<file path="src/hw/hps_link_pkg.sv">
`default_nettype none

package hps_link_pkg;

	////////////////////////////////////////////////////////////
	// widths on the host bus and the core side

	// one host bus word
	typedef logic [15:0]  word_t;
	// word position inside a frame, 0 is the command
	typedef logic [5:0]   word_idx_t;
	typedef logic [31:0]  joy_t;
	typedef logic [127:0] status_t;
	// [10] toggle, [9] pressed, [8] extended, [7:0] code
	typedef logic [10:0]  key_event_t;
	typedef logic [26:0]  file_addr_t;
	typedef logic [7:0]   file_byte_t;

	// index stops here instead of wrapping
	localparam word_idx_t idx_max = 6'd63;

	////////////////////////////////////////////////////////////
	// command codes

	// user-io window
	localparam word_t cmd_joy0       = 16'h0002;
	localparam word_t cmd_joy1       = 16'h0003;
	localparam word_t cmd_ps2_key    = 16'h0005;
	localparam word_t cmd_status     = 16'h001e;
	localparam word_t cmd_status_req = 16'h0029;
	// file window
	localparam word_t cmd_file_tx     = 16'h0053;
	localparam word_t cmd_file_tx_dat = 16'h0054;
	localparam word_t cmd_file_index  = 16'h0055;

	// marks the request counter word for the host
	localparam logic [3:0] req_tag = 4'ha;

	typedef enum logic [2:0] {
		st_idle,
		st_uio_cmd,
		st_uio_data,
		st_fio_cmd,
		st_fio_data
	} frame_state_t;

endpackage

`default_nettype wire

</file>
<file path="src/hw/cmd_frame_if.sv">
`default_nettype none

interface cmd_frame_if import hps_link_pkg::*; (
	input logic clk_sys
);

	// window levels
	logic      uio_active;
	logic      fio_active;
	// current frame
	logic      frame_end;
	word_t     cmd;
	word_idx_t word_idx;
	word_t     word;
	logic      word_stb;

	modport fsm (input clk_sys, output uio_active, fio_active, cmd, word_idx, word,
		word_stb, frame_end);

	modport sink (input clk_sys, uio_active, fio_active, cmd, word_idx, word,
		word_stb, frame_end);

endinterface

`default_nettype wire

</file>
<file path="src/hw/file_loader.sv">
`default_nettype none

module file_loader import hps_link_pkg::*; (
	input  logic       clk_sys,
	input  logic       arst_n,
	cmd_frame_if.sink  frm,
	output logic       ioctl_download,
	output logic       ioctl_wr,
	output word_t      ioctl_index,
	output file_addr_t ioctl_addr,
	output file_byte_t ioctl_dout
);

	logic       data_stb;
	logic       wr_q;
	file_addr_t next_addr;

	assign data_stb = frm.fio_active && frm.word_stb && frm.word_idx != '0;

	////////////////////////////////////////////////////////////
	// download control

	always_ff @(posedge clk_sys or negedge arst_n) begin
		if (!arst_n) begin
			ioctl_download <= 1'b0;
			ioctl_index    <= '0;
			wr_q           <= 1'b0;
			ioctl_wr       <= 1'b0;
		end else begin
			// write pulse trails the data by one cycle
			wr_q     <= 1'b0;
			ioctl_wr <= wr_q;
			if (data_stb) begin
				case (frm.cmd)
					cmd_file_index: begin
						if (frm.word_idx == 6'd1)
							ioctl_index <= frm.word;
					end
					cmd_file_tx: begin
						if (frm.word_idx == 6'd1)
							ioctl_download <= frm.word != '0;
					end
					cmd_file_tx_dat: begin
						if (ioctl_download)
							wr_q <= 1'b1;
					end
					default: ;
				endcase
			end
		end
	end

	////////////////////////////////////////////////////////////
	// address and data

	always_ff @(posedge clk_sys) begin
		if (data_stb) begin
			case (frm.cmd)
				cmd_file_tx: begin
					if (frm.word_idx == 6'd1) begin
						if (frm.word != '0)
							next_addr <= '0;
						else if (ioctl_download)
							ioctl_addr <= next_addr;
					end else if (frm.word_idx == 6'd2) begin
						ioctl_addr[15:0] <= frm.word;
						next_addr[15:0]  <= frm.word;
					end else if (frm.word_idx == 6'd3) begin
						ioctl_addr[26:16] <= frm.word[10:0];
						next_addr[26:16]  <= frm.word[10:0];
					end
				end
				cmd_file_tx_dat: begin
					if (ioctl_download) begin
						ioctl_addr <= next_addr;
						ioctl_dout <= frm.word[7:0];
						next_addr  <= next_addr + 27'd1;
					end
				end
				default: ;
			endcase
		end
	end

	// a stop frame cannot land between a data word and its write
	a_wr_in_download: assert property (@(posedge clk_sys) disable iff (!arst_n)
		$rose(ioctl_wr) |-> ioctl_download);

endmodule

`default_nettype wire

</file>
<file path="src/hw/frame_fsm.sv">
`default_nettype none

module frame_fsm import hps_link_pkg::*; (
	input  logic     clk_sys,
	input  logic     arst_n,
	input  logic     io_enable,
	input  logic     fp_enable,
	input  logic     io_strobe,
	input  word_t    io_din,
	cmd_frame_if.fsm frm
);

	frame_state_t state;
	frame_state_t state_nx;
	word_t        cmd;
	word_idx_t    word_idx;
	logic         word_stb;
	logic         frame_end;

	// strobes outside a window are ignored
	assign word_stb  = io_strobe && (io_enable || fp_enable);
	assign frame_end = (state == st_uio_cmd || state == st_uio_data) && !io_enable;

	always_comb begin
		state_nx = state;
		case (state)
			st_idle: begin
				if (io_enable)
					state_nx = word_stb ? st_uio_data : st_uio_cmd;
				else if (fp_enable)
					state_nx = word_stb ? st_fio_data : st_fio_cmd;
			end
			st_uio_cmd: begin
				if (!io_enable)
					state_nx = st_idle;
				else if (word_stb)
					state_nx = st_uio_data;
			end
			st_uio_data: begin
				if (!io_enable)
					state_nx = st_idle;
			end
			st_fio_cmd: begin
				if (!fp_enable)
					state_nx = st_idle;
				else if (word_stb)
					state_nx = st_fio_data;
			end
			st_fio_data: begin
				if (!fp_enable)
					state_nx = st_idle;
			end
			default: state_nx = st_idle;
		endcase
	end

	always_ff @(posedge clk_sys or negedge arst_n) begin
		if (!arst_n) begin
			state <= st_idle;
			cmd   <= '0;
		end else begin
			state <= state_nx;
			// command held from word 0 until the frame is over
			if (word_stb && word_idx == '0)
				cmd <= io_din;
			else if (state == st_idle)
				cmd <= '0;
		end
	end

	// index is back at 0 from the first idle cycle on
	word_counter i_word_counter (
		.clk_sys (clk_sys),
		.arst_n  (arst_n),
		.clear   (state_nx == st_idle),
		.inc     (word_stb),
		.idx     (word_idx)
	);

	assign frm.uio_active = io_enable;
	assign frm.fio_active = fp_enable;
	assign frm.cmd        = cmd;
	assign frm.word_idx   = word_idx;
	assign frm.word       = io_din;
	assign frm.word_stb   = word_stb;
	assign frm.frame_end  = frame_end;

	// host opens one window at a time
	a_one_window: assert property (@(posedge clk_sys) disable iff (!arst_n)
		!(io_enable && fp_enable));

endmodule

`default_nettype wire

</file>
<file path="src/hw/hps_link.sv">
`default_nettype none

module hps_link import hps_link_pkg::*; (
	input  logic       clk_sys,
	input  logic       arst_n,
	// host bus
	input  logic       io_enable,
	input  logic       fp_enable,
	input  logic       io_strobe,
	input  word_t      io_din,
	output word_t      io_dout,
	// core side
	input  status_t    status_in,
	input  logic       status_set,
	output joy_t       joystick_0,
	output joy_t       joystick_1,
	output status_t    status,
	output key_event_t ps2_key,
	output logic       ioctl_download,
	output logic       ioctl_wr,
	output word_t      ioctl_index,
	output file_addr_t ioctl_addr,
	output file_byte_t ioctl_dout
);

	cmd_frame_if frm (.clk_sys(clk_sys));

	frame_fsm i_frame_fsm (
		.clk_sys   (clk_sys),
		.arst_n    (arst_n),
		.io_enable (io_enable),
		.fp_enable (fp_enable),
		.io_strobe (io_strobe),
		.io_din    (io_din),
		.frm       (frm.fsm)
	);

	uio_regs i_uio_regs (
		.clk_sys    (clk_sys),
		.arst_n     (arst_n),
		.frm        (frm.sink),
		.status_in  (status_in),
		.status_set (status_set),
		.joystick_0 (joystick_0),
		.joystick_1 (joystick_1),
		.status     (status),
		.io_dout    (io_dout)
	);

	ps2_key_decoder i_ps2_key_decoder (
		.clk_sys (clk_sys),
		.arst_n  (arst_n),
		.frm     (frm.sink),
		.ps2_key (ps2_key)
	);

	file_loader i_file_loader (
		.clk_sys        (clk_sys),
		.arst_n         (arst_n),
		.frm            (frm.sink),
		.ioctl_download (ioctl_download),
		.ioctl_wr       (ioctl_wr),
		.ioctl_index    (ioctl_index),
		.ioctl_addr     (ioctl_addr),
		.ioctl_dout     (ioctl_dout)
	);

endmodule

`default_nettype wire

</file>
<file path="src/hw/ps2_key_decoder.sv">
`default_nettype none

module ps2_key_decoder import hps_link_pkg::*; (
	input  logic       clk_sys,
	input  logic       arst_n,
	cmd_frame_if.sink  frm,
	output key_event_t ps2_key
);

	logic [31:0] key_raw;
	logic        skip;
	logic        key_frame;
	logic        key_cmd_stb;
	logic        key_data_stb;
	logic        pressed;
	logic        extended;
	logic [9:0]  key_low;

	assign key_frame    = frm.cmd == cmd_ps2_key;
	assign key_cmd_stb  = frm.uio_active && frm.word_stb && frm.word_idx == '0
		&& frm.word == cmd_ps2_key;
	assign key_data_stb = frm.uio_active && frm.word_stb && frm.word_idx != '0 && key_frame;

	// newest byte in [7:0], break prefix f0 one byte back
	assign pressed  = key_raw[15:8] != 8'hf0;
	assign extended = pressed ? (key_raw[15:8] == 8'he0) : (key_raw[23:16] == 8'he0);

	always_comb begin
		key_low = {pressed, extended, key_raw[7:0]};
		case (key_raw)
			// print-screen make and break, pause make
			32'he012e07c: key_low = 10'h37c;
			32'h7ce0f012: key_low = 10'h17c;
			32'hf014f077: key_low = 10'h377;
			default: ;
		endcase
	end

	always_ff @(posedge clk_sys) begin
		if (key_cmd_stb)
			key_raw <= '0;
		else if (key_data_stb && frm.word[15:8] != 8'hff)
			key_raw <= {key_raw[23:0], frm.word[7:0]};
	end

	always_ff @(posedge clk_sys or negedge arst_n) begin
		if (!arst_n) begin
			skip    <= 1'b0;
			ps2_key <= '0;
		end else if (frm.frame_end) begin
			skip <= 1'b0;
			if (key_frame && !skip)
				ps2_key <= {~ps2_key[10], key_low};
		end else if (key_cmd_stb) begin
			skip <= 1'b0;
		end else if (key_data_stb && frm.word[15:8] == 8'hff) begin
			// host marks the frame as not a key event
			skip <= 1'b1;
		end
	end

endmodule

`default_nettype wire

</file>
<file path="src/hw/uio_regs.sv">
`default_nettype none

module uio_regs import hps_link_pkg::*; (
	input  logic      clk_sys,
	input  logic      arst_n,
	cmd_frame_if.sink frm,
	input  status_t   status_in,
	input  logic      status_set,
	output joy_t      joystick_0,
	output joy_t      joystick_1,
	output status_t   status,
	output word_t     io_dout
);

	logic       data_stb;
	logic       in_block;
	logic [2:0] seg;
	logic       status_set_q;
	logic       set_rise;
	logic [3:0] req_cnt;
	status_t    status_req;

	assign data_stb = frm.uio_active && frm.word_stb && frm.word_idx != '0;
	// words 1 to 8 select one 16-bit slice each
	assign in_block = frm.word_idx <= 6'd8;
	assign seg      = 3'(frm.word_idx - 6'd1);
	assign set_rise = status_set && !status_set_q;

	////////////////////////////////////////////////////////////
	// status-set request from the core

	always_ff @(posedge clk_sys or negedge arst_n) begin
		if (!arst_n) begin
			status_set_q <= 1'b0;
			req_cnt      <= '0;
		end else begin
			status_set_q <= status_set;
			if (set_rise)
				req_cnt <= req_cnt + 4'd1;
		end
	end

	always_ff @(posedge clk_sys) begin
		if (set_rise)
			status_req <= status_in;
	end

	////////////////////////////////////////////////////////////
	// host writes

	always_ff @(posedge clk_sys or negedge arst_n) begin
		if (!arst_n) begin
			joystick_0 <= '0;
			joystick_1 <= '0;
			status     <= '0;
		end else if (data_stb) begin
			case (frm.cmd)
				cmd_joy0: begin
					if (frm.word_idx == 6'd1)
						joystick_0[15:0] <= frm.word;
					else if (frm.word_idx == 6'd2)
						joystick_0[31:16] <= frm.word;
				end
				cmd_joy1: begin
					if (frm.word_idx == 6'd1)
						joystick_1[15:0] <= frm.word;
					else if (frm.word_idx == 6'd2)
						joystick_1[31:16] <= frm.word;
				end
				cmd_status: begin
					if (in_block)
						status[{seg, 4'b0000} +: 16] <= frm.word;
				end
				default: ;
			endcase
		end
	end

	////////////////////////////////////////////////////////////
	// read-back, answers the word just strobed

	always_ff @(posedge clk_sys or negedge arst_n) begin
		if (!arst_n) begin
			io_dout <= '0;
		end else if (!frm.uio_active) begin
			io_dout <= '0;
		end else if (frm.word_stb) begin
			io_dout <= '0;
			if (frm.word_idx == '0) begin
				if (frm.word == cmd_status_req)
					io_dout <= {8'h00, req_tag, req_cnt};
			end else if (frm.cmd == cmd_status_req && in_block) begin
				// low half first
				io_dout <= status_req[{seg, 4'b0000} +: 16];
			end
		end
	end

endmodule

`default_nettype wire

</file>
<file path="src/hw/word_counter.sv">
`default_nettype none

module word_counter import hps_link_pkg::*; (
	input  logic      clk_sys,
	input  logic      arst_n,
	input  logic      clear,
	input  logic      inc,
	output word_idx_t idx
);

	// a strobe wins over clear, so a strobe in the first cycle of a window still counts
	always_ff @(posedge clk_sys or negedge arst_n) begin
		if (!arst_n) begin
			idx <= '0;
		end else if (inc) begin
			if (idx != idx_max)
				idx <= idx + 6'd1;
		end else if (clear) begin
			idx <= '0;
		end
	end

	// long frames park on the last index
	a_no_wrap: assert property (@(posedge clk_sys) disable iff (!arst_n)
		(idx == idx_max && !clear) |=> idx != '0);

endmodule

`default_nettype wire

</file>
<file path="config.mk">
export PLATFORM = sky130hd
export DESIGN_NAME = hps_link
export DESIGN_NICKNAME = d
export VERILOG_FILES = /design/src/hw/hps_link_pkg.sv /design/src/hw/cmd_frame_if.sv /design/src/hw/file_loader.sv /design/src/hw/frame_fsm.sv /design/src/hw/hps_link.sv /design/src/hw/ps2_key_decoder.sv /design/src/hw/uio_regs.sv /design/src/hw/word_counter.sv
export SDC_FILE = /design/constraint.sdc
export NUM_CORES = 1
export LEC_CHECK = 0
export ABC_AREA = 0
export BUFFER_PORTS_ARGS = -buffer_cell sky130_fd_sc_hd__buf_4
export CAP_MARGIN = 20
export CORE_MARGIN = 2
export CORE_UTILIZATION = 35
export CTS_BUF_LIST = sky130_fd_sc_hd__clkbuf_4
export CTS_CLUSTER_SIZE = 28
export DETAILED_ROUTE_END_ITERATION = 10
export HOLD_SLACK_MARGIN = 0.08
export SLEW_MARGIN = 20
export SYNTH_ARGS = -nofsm -noshare
export SYNTH_HDL_FRONTEND = slang
export SYNTH_SLANG_ARGS = --single-unit
export TNS_END_PERCENT = 100
</file>
<file path="constraint.sdc">
create_clock -name clk_sys -period 5.2 [get_ports clk_sys]
set_input_delay 1.3 -clock clk_sys [delete_from_list [all_inputs] [get_ports clk_sys]]
set_output_delay 1.3 -clock clk_sys [all_outputs]
set_load 0.01 [all_outputs]
</file>
== After elaboration in Yosys (flattened, before gate mapping) ==
Index checks and enable logic that the tools add are counted.
Cells by class
  add/sub/neg operators: 5
  magnitude comparators: 1
  eq/ne operators: 34
  shift-type cells: 3
  multiplexer cells: 41
  bitwise logic cells: 2
  reductions and logical operators: 43
Operators with widths (count)
  $mux 27: 6
  $bwmux 128: 1
  $shift 16x9->128 const A: 1
  $shiftx 128x8->16: 1
  $shiftx 16x9->128: 1
  $mux 16: 7
  $pmux 27 s2: 2
  $eq 32x32->1 const B: 2
  $eq 16x7->1 const B: 3
  $eq 16x2->1 const B: 2
  $eq 16x3->1 const B: 2
  $eq 16x6->1 const B: 2
  $eq 32x31->1 const B: 1
  $pmux 10 s3: 1
  $add 27x1->27 const B: 1
  $mux 3: 9
  $eq 8x8->1 const B: 3
  $mux 11: 2
  $mux 6: 3
  $reduce_and 3->1: 6
  $eq 16x5->1 const B: 1
  $ne 8x8->1 const B: 2
  $reduce_bool 16->1: 1
  $logic_and 1x1->1: 15
  other kinds (32): 54
Word-level totals
  register bits after elaboration: 491
  output and inout bits: 272

== Depth between registers and ports, before layout ==
  depth in word-level cells: 9
  gate-level depth with buffers: 12

== Modules after synthesis ==
From an unflattened synthesis, not the netlist that was laid out.
Unflattened totals
  cell total of the unflattened synthesis: 1524
  area, all modules: 20982.6 um^2
By module, submodules not included
  uio_regs: times used 1, cells an instance 808, area an instance 13579.3 um^2, seq. area each 9173.8 um^2
  file_loader: times used 1, cells an instance 347, area an instance 4096.4 um^2, seq. area each 2337.2 um^2
  ps2_key_decoder: times used 1, cells an instance 214, area an instance 1855.5 um^2, seq. area each 940.9 um^2
  frame_fsm: times used 1, cells an instance 116, area an instance 1089.8 um^2, seq. area each 475.5 um^2
  word_counter: times used 1, cells an instance 39, area an instance 361.6 um^2, seq. area each 150.1 um^2

== Worst setup path before layout ==
No wires, ideal clock.
  path type: in2reg
  start point: input port status_set
  end point: register i_uio_regs.req_cnt[3]
  library setup time: 0.136 ns
  data arrival time: 5.637 ns
  required time: 5.064 ns
  slack: -0.573 ns
  stages: 4
  path buffers: 1
  cells stage by stage: nor2b_1 clkbuf_1 nand4_1 xnor2_1
Between the ends
  word-level cells in the longest chain between the ends: 1
Ends and longest elaborated chain
  start: declaration: line hps_link.sv:14  | input logic status_set,
  $logic_and 1x1->1: line uio_regs.sv:27  | assign set_rise = status_set && !status_set_q;
  net i_uio_regs.set_rise: line uio_regs.sv:19  | logic set_rise;
  end signal: assignment: line uio_regs.sv:39  | req_cnt <= req_cnt + 4'd1;
  end: declaration: line uio_regs.sv:20  | logic [3:0] req_cnt;
The timed path passes the listed nets, and every way through them passes these cells.
A chain may end at the register's enable or synchronous reset.

== Final worst setup path ==
  start point: register i_file_loader.ioctl_download
  end point: output port ioctl_download
RTL lines
  start: declaration: line file_loader.sv:7  | output logic ioctl_download,
  start signal: assignment: line file_loader.sv:25  | ioctl_download <= 1'b0;
  start signal: assignment: line file_loader.sv:41  | ioctl_download <= frm.word != '0;
  end: declaration: line hps_link.sv:19  | output logic ioctl_download,
No word-level cell between the ends.

==> flow_summary_export.csv <==
group,metric,value,unit
run_status,status,"finished clean",
setup_path,crit_type,"reg -> out",
die,core_area,56300,sq um
die,io_pins,422,
setup_path,cp_max_fo,18,
routing,via_count,14200,
routing,drtIter0Drc,913,
global_routing,grt_pass1_vias,15100,
place,detailed_place_hpwl,42500,um
synthesis,synthFlopType,"dfrtp_1",
timing,clock.fmax,0.269,GHz
setup_path,cp_data_arrival_time,2.42,ns
synthesis,synth-seq-cells,491,
routing,drtPass1Iterations,5,
setup_path,worst_setup_path_end_kind,"output port",
clocking,post-cts-setup-buffers,0,
die,fp-row-count,87,
hold_path,hold_path_class,"reg -> reg",
die,start_util,35.4,%
setup_path,crit_slowest_cell,"dfrtp_1",
routing,drt-vias-per-instance,4.93,
timing,relSlewSlack,26.0,%
global_routing,overflow,0,
layout,drive_gt1_share,40.5,%
layout,most-common-layout-cells,"buf_4 (456), dfrtp_1 (268), nand2_1 (224)",
flow_run,drv_cap,0,
synthesis,synthDistinctLibCells,58,
setup_path,cpPeakStageDelay,0.83,ns
setup_path,cp.required,3.90,ns
setup_path,crit_chain,"buf_4 > buf_4",
synthesis,synth_edf_count,190,
timing,min_period,3.72,ns
die,die_x,243,um
timing,fin_tns_setup,0,ns
pwr,pwr-share-seq,46.1,%
pwr,swShare,28.1,%
die,die-area,58800,sq um
synthesis,synth_async_sr_flop_share,54.8,%
place,portBuffers,421,
clocking,ctsLongestPathBuffers,3,
pwr,leakagePower,11.4,nW
setup_path,crit_family,"flip-flops",
place,dpl.cell_count,2638,
setup_path,crit_path_start_kind,"flip-flop",
clocking,numCtsBuffers,136,
layout,synthToLayoutAreaGrowth,29.6,%
die,fp.dieH,243,um
timing,fin_skew,0.0544,ns
timing,setup_slack,1.48,ns
clocking,cts_resized,0,
clocking,clk-insertion-delay-late,0.96,ns
pwr,power.density,365,nW/um^2
synthesis,syn-num-nets,1669,
pwr,p_total,9.41,mW
synthesis,syn-cell-area,19900,sq um
global_routing,grt_start_max_net_pins,122,
timing,slew_viol_final,0,
timing,finalCritPeriodShare,71.5,%
synthesis,syn_avg_cell_area,13.2,sq um
routing,routedWlPerCell,21.0,um
global_routing,antenna_found_initial,2,
pwr,power_frac_comb,16.2,%
pwr,p_int,6.77,mW
timing,tightestPinTransition,1.11,ns
clocking,htree_levels,4,
clocking,path_clk_slew,0.06,ns
timing,fin_hold_ws,0.363,ns
timing,setup_viol,0,
routing,drc,0,
layout,layout_commonest_cell,"buf_4",
layout,instances_no_fill,2881,
setup_path,critPathBufInv,2,
pwr,netSwitchingPower,2.65,mW
layout,nets,2179,
setup_path,crit_top_cell,"buf_4",
routing,wl,60500,um
synthesis,yosysWarnings,0,
pwr,p_clk_share,37.7,%
synthesis,synthCells,1510,
place,preCtsSetupSlack,1.23,ns
global_routing,grt_pass1_wl,91300,um
global_routing,gr-usage-all-layers,20.7,%
timing,hold_violations,0,
timing,rsz0062_at_grt,"false",
pwr,vdd_ir_drop_max,0.199,mV
clocking,cts_tree,"yes",
place,globalplace.congestion,0.840,
clocking,cts_root_buffer,"clkbuf_4",
layout,fill_cells,5203,
synthesis,ys_seq_area_share,65.7,%
routing,antenna_left,0,
clocking,cts_sinks,491,
clocking,cts-hold-fix-buffers,0,
registers in the layout, indices dropped and copies added, names as in the netlist, 16 cells and up:
signal / cells
i_uio_regs.status: 128
i_file_loader.ioctl_addr: 27
i_file_loader.ioctl_index: 16
i_uio_regs.joystick_0: 32
i_frame_fsm.frm.cmd: 16
i_uio_regs.status_req: 128
i_file_loader.next_addr: 27
i_ps2_key_decoder.key_raw: 32
i_uio_regs.joystick_1: 32
i_uio_regs.io_dout: 16
cell usage after synthesis (7+ instances only):
library cell,n,share of area [%]
mux2i_1,67,3.4
dfrtp_1,269,34
a21oi_1,38,0.96
xor2_1,24,1.1
o21ai_0,152,3.8
xnor2_1,8,0.35
mux2_2,116,6.6
dfxtp_1,32,3.2
and3_1,7,0.22
nor2_1,63,1.2
ha_1,9,0.57
nand4_1,16,0.50
mux4_2,32,3.6
inv_1,14,0.26
a22o_1,18,0.79
nand3_1,27,0.68
nand2_1,224,4.2
nor3_1,14,0.35
nor4_1,13,0.41
nor2b_1,10,0.31
nor4b_1,7,0.31
buf_2,19,0.48
edfxtp_1,190,29
clkbuf_1,66,1.2
worst reg2reg max path: cells and delay by family (launching register included):
family                 cells  cell delay [ns]
buffers and inverters      1             0.28
AOI/OAI and AO/OA          3             0.90
DFF                        1             0.38
and+or+nand+nor            3             1.53
power groups by stage:
| stage | sequential (mW) | clock, mW | combinational, mW |
|---|---|---|---|
| 6_report | 4.34 | 3.55 | 1.53 |
| 5_1_grt | 4.35 | 3.89 | 1.68 |
| 4_1_cts | 4.34 | 3.68 | 1.56 |
| 3_5_place_dp | 4.41 | 0 | 1.56 |
| 3_3_place_gp | 4.41 | 0 | 1.53 |
| 2_1_floorplan | 4.40 | 0 | 0.906 |
metal layers:
| layer | GRT usage [%] | vias to the layer above | routed length (um) |
|---|---|---|---|
| met2 | 34.2 | 578 | 29600 |
| met3 | 6.57 | 99 | 4770 |
| met5 | 0 | - | 0 |
| met1 | 25.3 | 6975 | 24600 |
| li1 | - | 6565 | - |
| met4 | 8.12 | 0 | 1550 |
area by class of cell:
class                           count  area [sq um]  share of cell area, %
Clock buffer                      212          1590                   6.17
Timing Repair Buffer              459          3480                   13.5
Sequential cell                   491         13100                   50.7
Antenna cell                        6          15.0                 0.0582
Multi-Input combinational cell    917          6480                   25.1
Tap cell                          756           946                   3.67
Clock inverter                     25           156                  0.606
Inverter                           15          56.3                  0.218
metrics by stage:
stage | area (sq um) | util, %
after floorplan | 19900 | -
after global placement | 24000 | 42.7
after detailed placement | 24000 | 42.7
after CTS | 25800 | 45.8
after global routing | 25800 | 45.9
final | 25800 | 45.9
worst paths after layout:
kind                                                     startpoint                                     to  slack (ns)  cells after the start
setup reg to reg                i_frame_fsm.frm.cmd[11]$_DFFE_PN0P_  i_file_loader.next_addr[25]$_DFFE_PP_        1.80                      7
max in group asynchronous                                    arst_n  i_uio_regs.joystick_1[11]$_DFFE_PN0P_        3.68                      2
hold / removal                         i_file_loader.wr_q$_DFF_PN0_       i_file_loader.ioctl_wr$_DFF_PN0_        0.36                      0
min in group asynchronous                                    arst_n      i_uio_regs.status[98]$_DFFE_PN0P_        0.42                      1
hold reg to reg                        i_file_loader.wr_q$_DFF_PN0_       i_file_loader.ioctl_wr$_DFF_PN0_        0.36                      0
setup / recovery           i_file_loader.ioctl_download$_DFFE_PN0P_                         ioctl_download        1.48                      2
kinds of logic after synthesis:
| kind of cell | share of synthesized area, % |
|---|---|
| flops | 65.7 |
| buf+inv | 2.06 |
| fa+ha+maj | 0.566 |
| simple gates | 10.3 |
| xor+xnor | 1.41 |
| compound gates | 6.46 |
| mux | 13.5 |
No activity file was read; power rests on OpenSTA's default activity.
